### src/verilog/autotest_pkg.sv
// autotest package with the card block layout, vector types, controller states and SD host structs
package autotest_pkg;

  typedef logic [7:0]  byte_t;
  typedef logic [31:0] block_addr_t;
  typedef logic [9:0]  byte_count_t;
  typedef logic [31:0] signature_t;
  typedef logic [31:0] operand_t;
  typedef logic [31:0] result_t;
  typedef logic [31:0] exec_time_t;
  typedef logic [31:0] err_count_t;
  typedef logic [1:0]  debug_sel_t;

  localparam block_addr_t START_BLOCK = 32'h0010_0000;
  localparam int BLOCK_BYTES = 512;

  // field sizes in bytes
  localparam int SIG_BYTES = 4;
  localparam int IN1_BYTES = 4;
  localparam int IN2_BYTES = 4;
  localparam int OUT_BYTES = 4;

  // field offsets inside a block
  localparam int IN1_BASE = SIG_BYTES;
  localparam int IN2_BASE = IN1_BASE + IN1_BYTES;
  localparam int EXP_BASE = IN2_BASE + IN2_BYTES;

  localparam signature_t SIGNATURE = 32'hAABB_CCDD;
  localparam exec_time_t TIMEOUT_CYCLES = 32'd200;

  typedef enum logic [3:0] {
    INIT, SD_RESET, SD_RESET_WAIT, IDLE, BLOCK_REQ, BLOCK_WAIT, BYTE_REQ,
    BYTE_WAIT, CHECK_SIG, RUN, END_TEST, COMPARE, NEXT_BLOCK, HALT
  } ctrl_state_e;

  typedef struct packed {
    logic sd_rst;
    logic r_block;
    logic r_byte;
  } sd_req_t;

  typedef struct packed {
    logic  busy;
    byte_t data_out;
  } sd_rsp_t;

  typedef struct packed {
    signature_t signature;
    operand_t   in1;
    operand_t   in2;
    result_t    expected;
  } vector_t;

endpackage

### src/verilog/autotest_ctrl.sv
// autotest controller FSM sequencing SD reset, block reads, UUT runs, compare and block stepping
`timescale 1ns/1ps

module autotest_ctrl import autotest_pkg::*; (
  input  logic        clk,
  input  logic        rst,
  input  logic        sd_busy_i,
  output sd_req_t     sd_req_o,
  output logic        uut_rst_o,
  input  logic        uut_end_i,
  input  logic        uut_err_i,
  output logic        vec_clear_o,
  output logic        byte_valid_o,
  output byte_count_t byte_pos_o,
  input  logic        sig_ok_i,
  output logic        timer_clear_o,
  output logic        timer_run_o,
  input  logic        timeout_i,
  output logic        capture_o,
  output logic        compare_o,
  output logic        errs_clear_o,
  output logic        blk_init_o,
  output logic        blk_step_o,
  output ctrl_state_e state_o
);

  ctrl_state_e state;
  ctrl_state_e next_state;
  byte_count_t byte_pos;

  always_ff @(posedge clk) begin
    if (rst) begin
      state <= INIT;
    end else begin
      state <= next_state;
    end
  end

  // position of the next byte delivered by the host
  always_ff @(posedge clk) begin
    if (rst || state == IDLE) begin
      byte_pos <= '0;
    end else if (byte_valid_o) begin
      byte_pos <= byte_pos + 1'b1;
    end
  end

  always_comb begin
    next_state    = state;
    sd_req_o      = '0;
    uut_rst_o     = 1'b1;
    vec_clear_o   = 1'b0;
    byte_valid_o  = 1'b0;
    timer_clear_o = 1'b0;
    timer_run_o   = 1'b0;
    capture_o     = 1'b0;
    compare_o     = 1'b0;
    errs_clear_o  = 1'b0;
    blk_init_o    = 1'b0;
    blk_step_o    = 1'b0;
    case (state)
      INIT: begin
        errs_clear_o = 1'b1;
        blk_init_o   = 1'b1;
        next_state   = SD_RESET;
      end
      SD_RESET: begin
        sd_req_o.sd_rst = 1'b1;
        if (sd_busy_i) next_state = SD_RESET_WAIT;
      end
      SD_RESET_WAIT: begin
        if (!sd_busy_i) next_state = IDLE;
      end
      IDLE: begin
        vec_clear_o   = 1'b1;
        timer_clear_o = 1'b1;
        if (!sd_busy_i) next_state = BLOCK_REQ;
      end
      BLOCK_REQ: begin
        sd_req_o.r_block = 1'b1;
        if (sd_busy_i) next_state = BLOCK_WAIT;
      end
      BLOCK_WAIT: begin
        sd_req_o.r_block = 1'b1;
        if (!sd_busy_i) next_state = BYTE_REQ;
      end
      BYTE_REQ: begin
        sd_req_o.r_block = 1'b1;
        sd_req_o.r_byte  = 1'b1;
        if (sd_busy_i) next_state = BYTE_WAIT;
      end
      BYTE_WAIT: begin
        sd_req_o.r_block = 1'b1;
        if (!sd_busy_i) begin
          // data_out is valid this cycle
          byte_valid_o = 1'b1;
          if (byte_pos == byte_count_t'(BLOCK_BYTES - 1)) begin
            next_state = CHECK_SIG;
          end else begin
            next_state = BYTE_REQ;
          end
        end
      end
      CHECK_SIG: begin
        next_state = sig_ok_i ? RUN : HALT;
      end
      RUN: begin
        uut_rst_o   = 1'b0;
        timer_run_o = 1'b1;
        if (uut_end_i || uut_err_i || timeout_i) next_state = END_TEST;
      end
      END_TEST: begin
        uut_rst_o  = 1'b0;
        capture_o  = 1'b1;
        next_state = COMPARE;
      end
      COMPARE: begin
        uut_rst_o  = 1'b0;
        compare_o  = 1'b1;
        next_state = NEXT_BLOCK;
      end
      NEXT_BLOCK: begin
        blk_step_o = 1'b1;
        next_state = IDLE;
      end
      HALT: begin
        // parked here until reset after a bad signature
        uut_rst_o = 1'b0;
      end
      default: begin
        next_state = INIT;
      end
    endcase
  end

  assign byte_pos_o = byte_pos;
  assign state_o    = state;

  // a byte request only makes sense inside an open block read
  assert property (@(posedge clk) disable iff (rst)
    sd_req_o.r_byte |-> sd_req_o.r_block);

endmodule

### src/verilog/vector_store.sv
// vector store that places card bytes into signature, operands and expected result
`timescale 1ns/1ps

module vector_store import autotest_pkg::*; (
  input  logic        clk,
  input  logic        rst,
  input  logic        clear_i,
  input  logic        byte_valid_i,
  input  byte_count_t byte_pos_i,
  input  byte_t       byte_i,
  output vector_t     vec_o,
  output logic        sig_ok_o
);

  vector_t vec_q;
  logic    in_sig;
  logic    in_in1;
  logic    in_in2;
  logic    in_exp;

  // field decode of the byte position
  assign in_sig = byte_pos_i < IN1_BASE;
  assign in_in1 = (byte_pos_i >= IN1_BASE) && (byte_pos_i < IN2_BASE);
  assign in_in2 = (byte_pos_i >= IN2_BASE) && (byte_pos_i < EXP_BASE);
  assign in_exp = (byte_pos_i >= EXP_BASE) && (byte_pos_i < EXP_BASE + OUT_BYTES);

  always_ff @(posedge clk) begin
    if (rst || clear_i) begin
      vec_q <= '0;
    end else if (byte_valid_i) begin
      if (in_sig) begin
        // signature arrives msb first
        vec_q.signature[8 * (SIG_BYTES - 1 - byte_pos_i) +: 8] <= byte_i;
      end else if (in_in1) begin
        vec_q.in1[8 * (byte_pos_i - IN1_BASE) +: 8] <= byte_i;
      end else if (in_in2) begin
        vec_q.in2[8 * (byte_pos_i - IN2_BASE) +: 8] <= byte_i;
      end else if (in_exp) begin
        vec_q.expected[8 * (byte_pos_i - EXP_BASE) +: 8] <= byte_i;
      end
      // rest of the block is padding
    end
  end

  assign vec_o    = vec_q;
  assign sig_ok_o = (vec_q.signature == SIGNATURE);

  assert property (@(posedge clk) disable iff (rst)
    byte_valid_i |-> (byte_pos_i < BLOCK_BYTES));

endmodule

### src/verilog/exec_timer.sv
// UUT execution timer that counts run cycles and flags the timeout
`timescale 1ns/1ps

module exec_timer import autotest_pkg::*; (
  input  logic       clk,
  input  logic       rst,
  input  logic       clear_i,
  input  logic       run_i,
  output exec_time_t exec_time_o,
  output logic       timeout_o
);

  exec_time_t count;
  logic       at_limit;

  assign at_limit = (count >= TIMEOUT_CYCLES);

  // saturates at the timeout value
  always_ff @(posedge clk) begin
    if (rst || clear_i) begin
      count <= '0;
    end else if (run_i && !at_limit) begin
      count <= count + 1'b1;
    end
  end

  assign exec_time_o = count;
  assign timeout_o   = at_limit;

endmodule

### src/verilog/result_checker.sv
// result checker that latches the UUT result and counts mismatches against the expected value
`timescale 1ns/1ps

module result_checker import autotest_pkg::*; (
  input  logic       clk,
  input  logic       rst,
  input  logic       capture_i,
  input  logic       compare_i,
  input  logic       errs_clear_i,
  input  result_t    uut_result_i,
  input  logic       uut_err_i,
  input  result_t    expected_i,
  output result_t    last_result_o,
  output err_count_t err_count_o
);

  result_t    result_q;
  logic       err_q;
  err_count_t err_count;
  logic       mismatch;

  always_ff @(posedge clk) begin
    if (capture_i) begin
      result_q <= uut_result_i;
    end
  end

  always_ff @(posedge clk) begin
    if (rst) begin
      err_q <= 1'b0;
    end else if (capture_i) begin
      err_q <= uut_err_i;
    end
  end

  // an error flag counts as a failure even with a matching result
  assign mismatch = (result_q != expected_i) || err_q;

  always_ff @(posedge clk) begin
    if (rst || errs_clear_i) begin
      err_count <= '0;
    end else if (compare_i && mismatch) begin
      err_count <= err_count + 1'b1;
    end
  end

  assign last_result_o = result_q;
  assign err_count_o   = err_count;

  assert property (@(posedge clk) disable iff (rst) !(capture_i && compare_i));

endmodule

### src/verilog/block_tracker.sv
// block tracker with the vector block address counter and the debug word select
`timescale 1ns/1ps

module block_tracker import autotest_pkg::*; (
  input  logic        clk,
  input  logic        rst,
  input  logic        init_i,
  input  logic        step_i,
  output block_addr_t block_addr_o,
  input  debug_sel_t  debug_sel_i,
  input  ctrl_state_e state_i,
  input  exec_time_t  exec_time_i,
  input  err_count_t  err_count_i,
  input  result_t     last_result_i,
  output logic [31:0] debug_o
);

  block_addr_t block_addr;

  always_ff @(posedge clk) begin
    if (rst || init_i) begin
      block_addr <= START_BLOCK;
    end else if (step_i) begin
      block_addr <= block_addr + 1'b1;
    end
  end

  always_comb begin
    case (debug_sel_i)
      2'd0:    debug_o = {block_addr[15:0], 12'h000, state_i};
      2'd1:    debug_o = exec_time_i;
      2'd2:    debug_o = err_count_i;
      default: debug_o = last_result_i;
    endcase
  end

  assign block_addr_o = block_addr;

endmodule

### src/verilog/autotest_top.sv
// autotest top level wiring the controller to its datapath for the SD driven self-test
`timescale 1ns/1ps

module autotest_top import autotest_pkg::*; (
  input  logic        clk,
  input  logic        rst,
  output sd_req_t     sd_req_o,
  input  sd_rsp_t     sd_rsp_i,
  output block_addr_t spi_block_addr_o,
  output logic        uut_rst_o,
  input  logic        uut_end_i,
  input  logic        uut_err_i,
  output operand_t    uut_in1_o,
  output operand_t    uut_in2_o,
  input  result_t     uut_result_i,
  input  debug_sel_t  debug_sel_i,
  output logic [31:0] debug_o
);

  logic        vec_clear;
  logic        byte_valid;
  byte_count_t byte_pos;
  logic        sig_ok;
  logic        timer_clear;
  logic        timer_run;
  logic        timeout;
  logic        capture;
  logic        compare;
  logic        errs_clear;
  logic        blk_init;
  logic        blk_step;
  ctrl_state_e state;
  vector_t     vec;
  exec_time_t  exec_time;
  result_t     last_result;
  err_count_t  err_count;

  autotest_ctrl u_ctrl (
    .clk(clk), .rst(rst), .sd_busy_i(sd_rsp_i.busy), .sd_req_o(sd_req_o),
    .uut_rst_o(uut_rst_o), .uut_end_i(uut_end_i), .uut_err_i(uut_err_i),
    .vec_clear_o(vec_clear), .byte_valid_o(byte_valid), .byte_pos_o(byte_pos),
    .sig_ok_i(sig_ok), .timer_clear_o(timer_clear), .timer_run_o(timer_run),
    .timeout_i(timeout), .capture_o(capture), .compare_o(compare),
    .errs_clear_o(errs_clear), .blk_init_o(blk_init), .blk_step_o(blk_step),
    .state_o(state)
  );

  vector_store u_vector_store (
    .clk(clk), .rst(rst), .clear_i(vec_clear), .byte_valid_i(byte_valid),
    .byte_pos_i(byte_pos), .byte_i(sd_rsp_i.data_out), .vec_o(vec), .sig_ok_o(sig_ok)
  );

  exec_timer u_exec_timer (
    .clk(clk), .rst(rst), .clear_i(timer_clear), .run_i(timer_run),
    .exec_time_o(exec_time), .timeout_o(timeout)
  );

  result_checker u_result_checker (
    .clk(clk), .rst(rst), .capture_i(capture), .compare_i(compare),
    .errs_clear_i(errs_clear), .uut_result_i(uut_result_i), .uut_err_i(uut_err_i),
    .expected_i(vec.expected), .last_result_o(last_result), .err_count_o(err_count)
  );

  block_tracker u_block_tracker (
    .clk(clk), .rst(rst), .init_i(blk_init), .step_i(blk_step),
    .block_addr_o(spi_block_addr_o), .debug_sel_i(debug_sel_i), .state_i(state),
    .exec_time_i(exec_time), .err_count_i(err_count), .last_result_i(last_result),
    .debug_o(debug_o)
  );

  assign uut_in1_o = vec.in1;
  assign uut_in2_o = vec.in2;

endmodule

### config.mk
export PLATFORM = sky130hd
export DESIGN_NAME = autotest_top
export DESIGN_NICKNAME = d
export VERILOG_FILES = /design/src/verilog/autotest_pkg.sv /design/src/verilog/autotest_ctrl.sv /design/src/verilog/vector_store.sv /design/src/verilog/exec_timer.sv /design/src/verilog/result_checker.sv /design/src/verilog/block_tracker.sv /design/src/verilog/autotest_top.sv
export SDC_FILE = /design/constraint.sdc
export NUM_CORES = 1
export LEC_CHECK = 0
export ABC_AREA = 1
export BUFFER_PORTS_ARGS = -buffer_cell sky130_fd_sc_hd__buf_2
export CAP_MARGIN = 20
export CORE_ASPECT_RATIO = 1.2
export CORE_MARGIN = 2
export CORE_UTILIZATION = 50
export DETAILED_ROUTE_END_ITERATION = 7
export PLACE_DENSITY = 0.7
export SYNTH_ARGS = -nofsm -noshare
export SYNTH_HDL_FRONTEND = slang
export SYNTH_SLANG_ARGS = --single-unit
### constraint.sdc
create_clock -name clk -period 4.05 [get_ports clk]
set_clock_uncertainty 0.15 [all_clocks]
set_input_delay 0.6075 -clock clk [delete_from_list [all_inputs] [get_ports clk]]
set_output_delay 0.6075 -clock clk [all_outputs]
set_load 0.1 [all_outputs]
==> results.ini <==
[global_route]
grt_overflow = 0
grtUsageTotal_pct = 28.7
grt_pass1_vias = 14660
antenna_found_initial = 0
grt_pass1_wl_mm = 76.8
grt_max_degree = 60

[layout]
fin_nets = 2601
drive_gt1_share_pct = 14.9
fin_area_um2 = 18200
syn2layout_area_growth_pct = 14.5
n_antenna_cell = 0
final_cell_mix = 542 x nand2_1, 402 x nor2_1, 325 x inv_1, 237 x dfxtp_1, 178 x buf_2
layout_commonest_cell = nand2_1

[sta]
hold_viol_final = 0
slew_violations = 0
setup_viol = 0
max-slew-margin-rel_pct = 31.7
fin_crit_sh_pct = 94.0
min_period_ps = 3810
worstMarginPinSlew_ps = 1020
fmax_ghz = 0.263
holdWs_ps = 63.4

[worst_setup_path]
cp_top_family = simple AND/OR/NAND/NOR gates
crit_fanout = 15
critPathLaunchType = flip-flop
slowest_delay_ps = 390
path_class = flip-flop to flip-flop
critical_path.slowest_cell = dfxtp_1
critPathBufInv = 4
cp_common_cell = nor2_1
cp_cell_sequence = inv_4 -> ha_2 -> xor2_1 -> inv_1 -> nand4_1 -> nor2_1 -> nand2_1 -> nor2_1 -> inv_1 -> ha_1 -> nor2_1 -> nand3b_1 -> nor4_1 -> nand4_1 -> nor3_4 -> nand3_1 -> buf_4 -> nor2_1 -> a211oi_1
critPathArrivalTime_ps = 4070
setup.worst_path.end_class = flip-flop
cp.required_ps = 4310

[detailed_routing]
drt-total-wl_mm = 50.0
viasPerCell = 5.34
route.detailed.drc = 0
wl_per_cell_um = 17.0
dr.pass1.iters = 6
vias = 15701
drtIter0Drc = 1304
ant_nets = 0

[flow_run]
cap_violations = 0

[die]
core.rowCount = 71
initial_utilization_pct = 50.8
core-area_um2 = 31400
die_area_um2 = 33300
pin_count = 179
die_h_um = 200
die_w_um = 167

[pwr]
cellLeakagePower_nw = 8.11
irDropWorstVdd_uv = 368
powerDensity_nw_per_um2 = 348

[place]
place_hpwl_mm = 37.5
post_dp_cell_area_um2 = 16800
portBuffers = 178
finalWeightedCongestion = 0.985

[cts]
cts_tree = yes
insertion_delay_ps = 570
clkTransAtPathRegs_ps = 60
clockBufferDepth = 3
ctsHoldBuffers = 0
cts.sinks = 271
cts_buffers = 30
htreeDepth = 1
clk_root_buffer_cell = clkbuf_16

[yosys]
synthCells = 2389
ys_types = 53
synth-seq-area-share_pct = 36.1
ys_warn_count = 0
ys_seq_elements = 271
synth-edff-count = 32
synthArstFlopShare_pct = 0
ys.flop_type = dfxtp_1
syn_area_per_cell_um2 = 6.67
synth_area_um2 = 15900
syn-num-nets = 2473

[outcome]
outcome = completed

[worst_hold_path]
hp-class = input pin to flip-flop

## layout make-up
class,instances,area (µm²)
timing repair buffer,236,1340
tap,401,502
sequential,271,5750
multi-input combinational,1640,8340
clock buffer,40,818
fill,3010,13100
clock inverter,14,206
inverter,338,1270
## report_power, final
part / switching [mW] / internal [mW]
sequential: 0.0421 / 2.75
combinational: 0.543 / 0.142
clock: 1.14 / 1.73
total: 1.73 / 4.62
## cell families after synthesis
logic type	Yosys count	synth area share, %
AO/OA/AOI/OAI	284	10.5
XOR/XNOR	63	3.68
adder cells (fa/ha/maj)	37	2.91
buffers and inverters	480	13.3
flip-flops	271	36.1
AND/OR/NAND/NOR	1254	33.6
## flip-flops by register name, summed over array words and instances (netlist names)
register                        flops
u_block_tracker.block_addr_o       32
u_ctrl.byte_pos_o                  10
u_ctrl.state_o                      4
u_exec_timer.exec_time_o           32
u_result_checker.err_count_o       32
u_result_checker.err_q              1
u_result_checker.last_result_o     32
u_vector_store.vec_o              128
## timing repair
| item | 4_1_cts | 5_1_grt |
|---|---|---|
| buffers inserted | 0 | 11 |
| resized for setup | 0 | 56 |
| endpoints found under the setup margin | 0 | 119 |
## through the flow
step	setup TNS, ps	util, %	power, mW	setup WS [ps]	instances
2_1_floorplan	0	-	3.31	295	2389
3_3_place_gp	0	53.7	3.52	86.0	2873
3_5_place_dp	0	53.7	3.52	56.3	2873
4_1_cts	0	57.0	6.37	1.32	2927
5_1_grt	-1250	58.1	6.53	-110	2940
6_report	0	58.1	6.34	244	2940
## metal layers
| metal | vias up | GRT usage [%] | part of all wire (%) |
|---|---|---|---|
| met5 | - | 0 | 0 |
| met3 | 110 | 3.51 | 6.2 |
| met1 | 7237 | 35.0 | 41 |
| met2 | 538 | 51.9 | 49 |
| met4 | 0 | 10.6 | 3.9 |
| li1 | 7816 | - | - |
## worst paths after layout
kind	to	cells past startpoint	startpoint	slack (ps)
setup / recovery	u_vector_store.vec_o[63]$_SDFFE_PP0P_	19	u_ctrl.byte_pos_o[3]$_SDFFE_PP0P_	240
hold / removal	u_result_checker.last_result_o[18]$_DFFE_PP_	1	uut_result_i[18]	60
setup reg to reg	u_vector_store.vec_o[63]$_SDFFE_PP0P_	19	u_ctrl.byte_pos_o[3]$_SDFFE_PP0P_	240
hold reg to reg	u_vector_store.vec_o[47]$_SDFFE_PP0P_	2	u_vector_store.vec_o[47]$_SDFFE_PP0P_	290
## synthesized netlist by cell type, types with 4 or more instances
library cell  count  share of area, %
a21oi_1         104               3.3
o21bai_1         10              0.47
nand2_2          10              0.39
nor4_1           31               1.2
o2111ai_1        14              0.77
a211oi_1         21              0.99
a31oi_1           6              0.24
dfxtp_1         239                30
o221ai_1         11              0.60
nor3_1           84               2.6
buf_2            19              0.60
inv_1           327               7.7
nand3b_1         11              0.52
nand4_1          41               1.6
o211ai_1          4              0.19
o22ai_1          12              0.47
buf_6             5              0.35
nand3_2           6              0.38
or2_2             6              0.24
xnor2_1           8              0.44
edfxtp_1         32               6.0
buf_4            67               3.2
nand2_1         546                13
clkbuf_1         44               1.0
xor2_1           52               2.9
inv_2             9              0.21
nor2_4            6              0.42
buf_1             6              0.14
o21ai_0          84               2.6
nor2_2            9              0.35
o21ai_1           6              0.19
ha_1             37               2.9
nor2_1          413               9.7
nand3_1          78               2.5
## worst reg2reg max path: cells and delay by family (launching register included)
family	cells	cell delay (ps)
AND/OR/NAND/NOR	11	1830
adder cells (fa/ha/maj)	2	520
buffers and inverters	4	510
flip-flops	1	390
XOR/XNOR	1	190
AO/OA/AOI/OAI	1	60
Note: power is estimated with default switching activity, not from simulation.
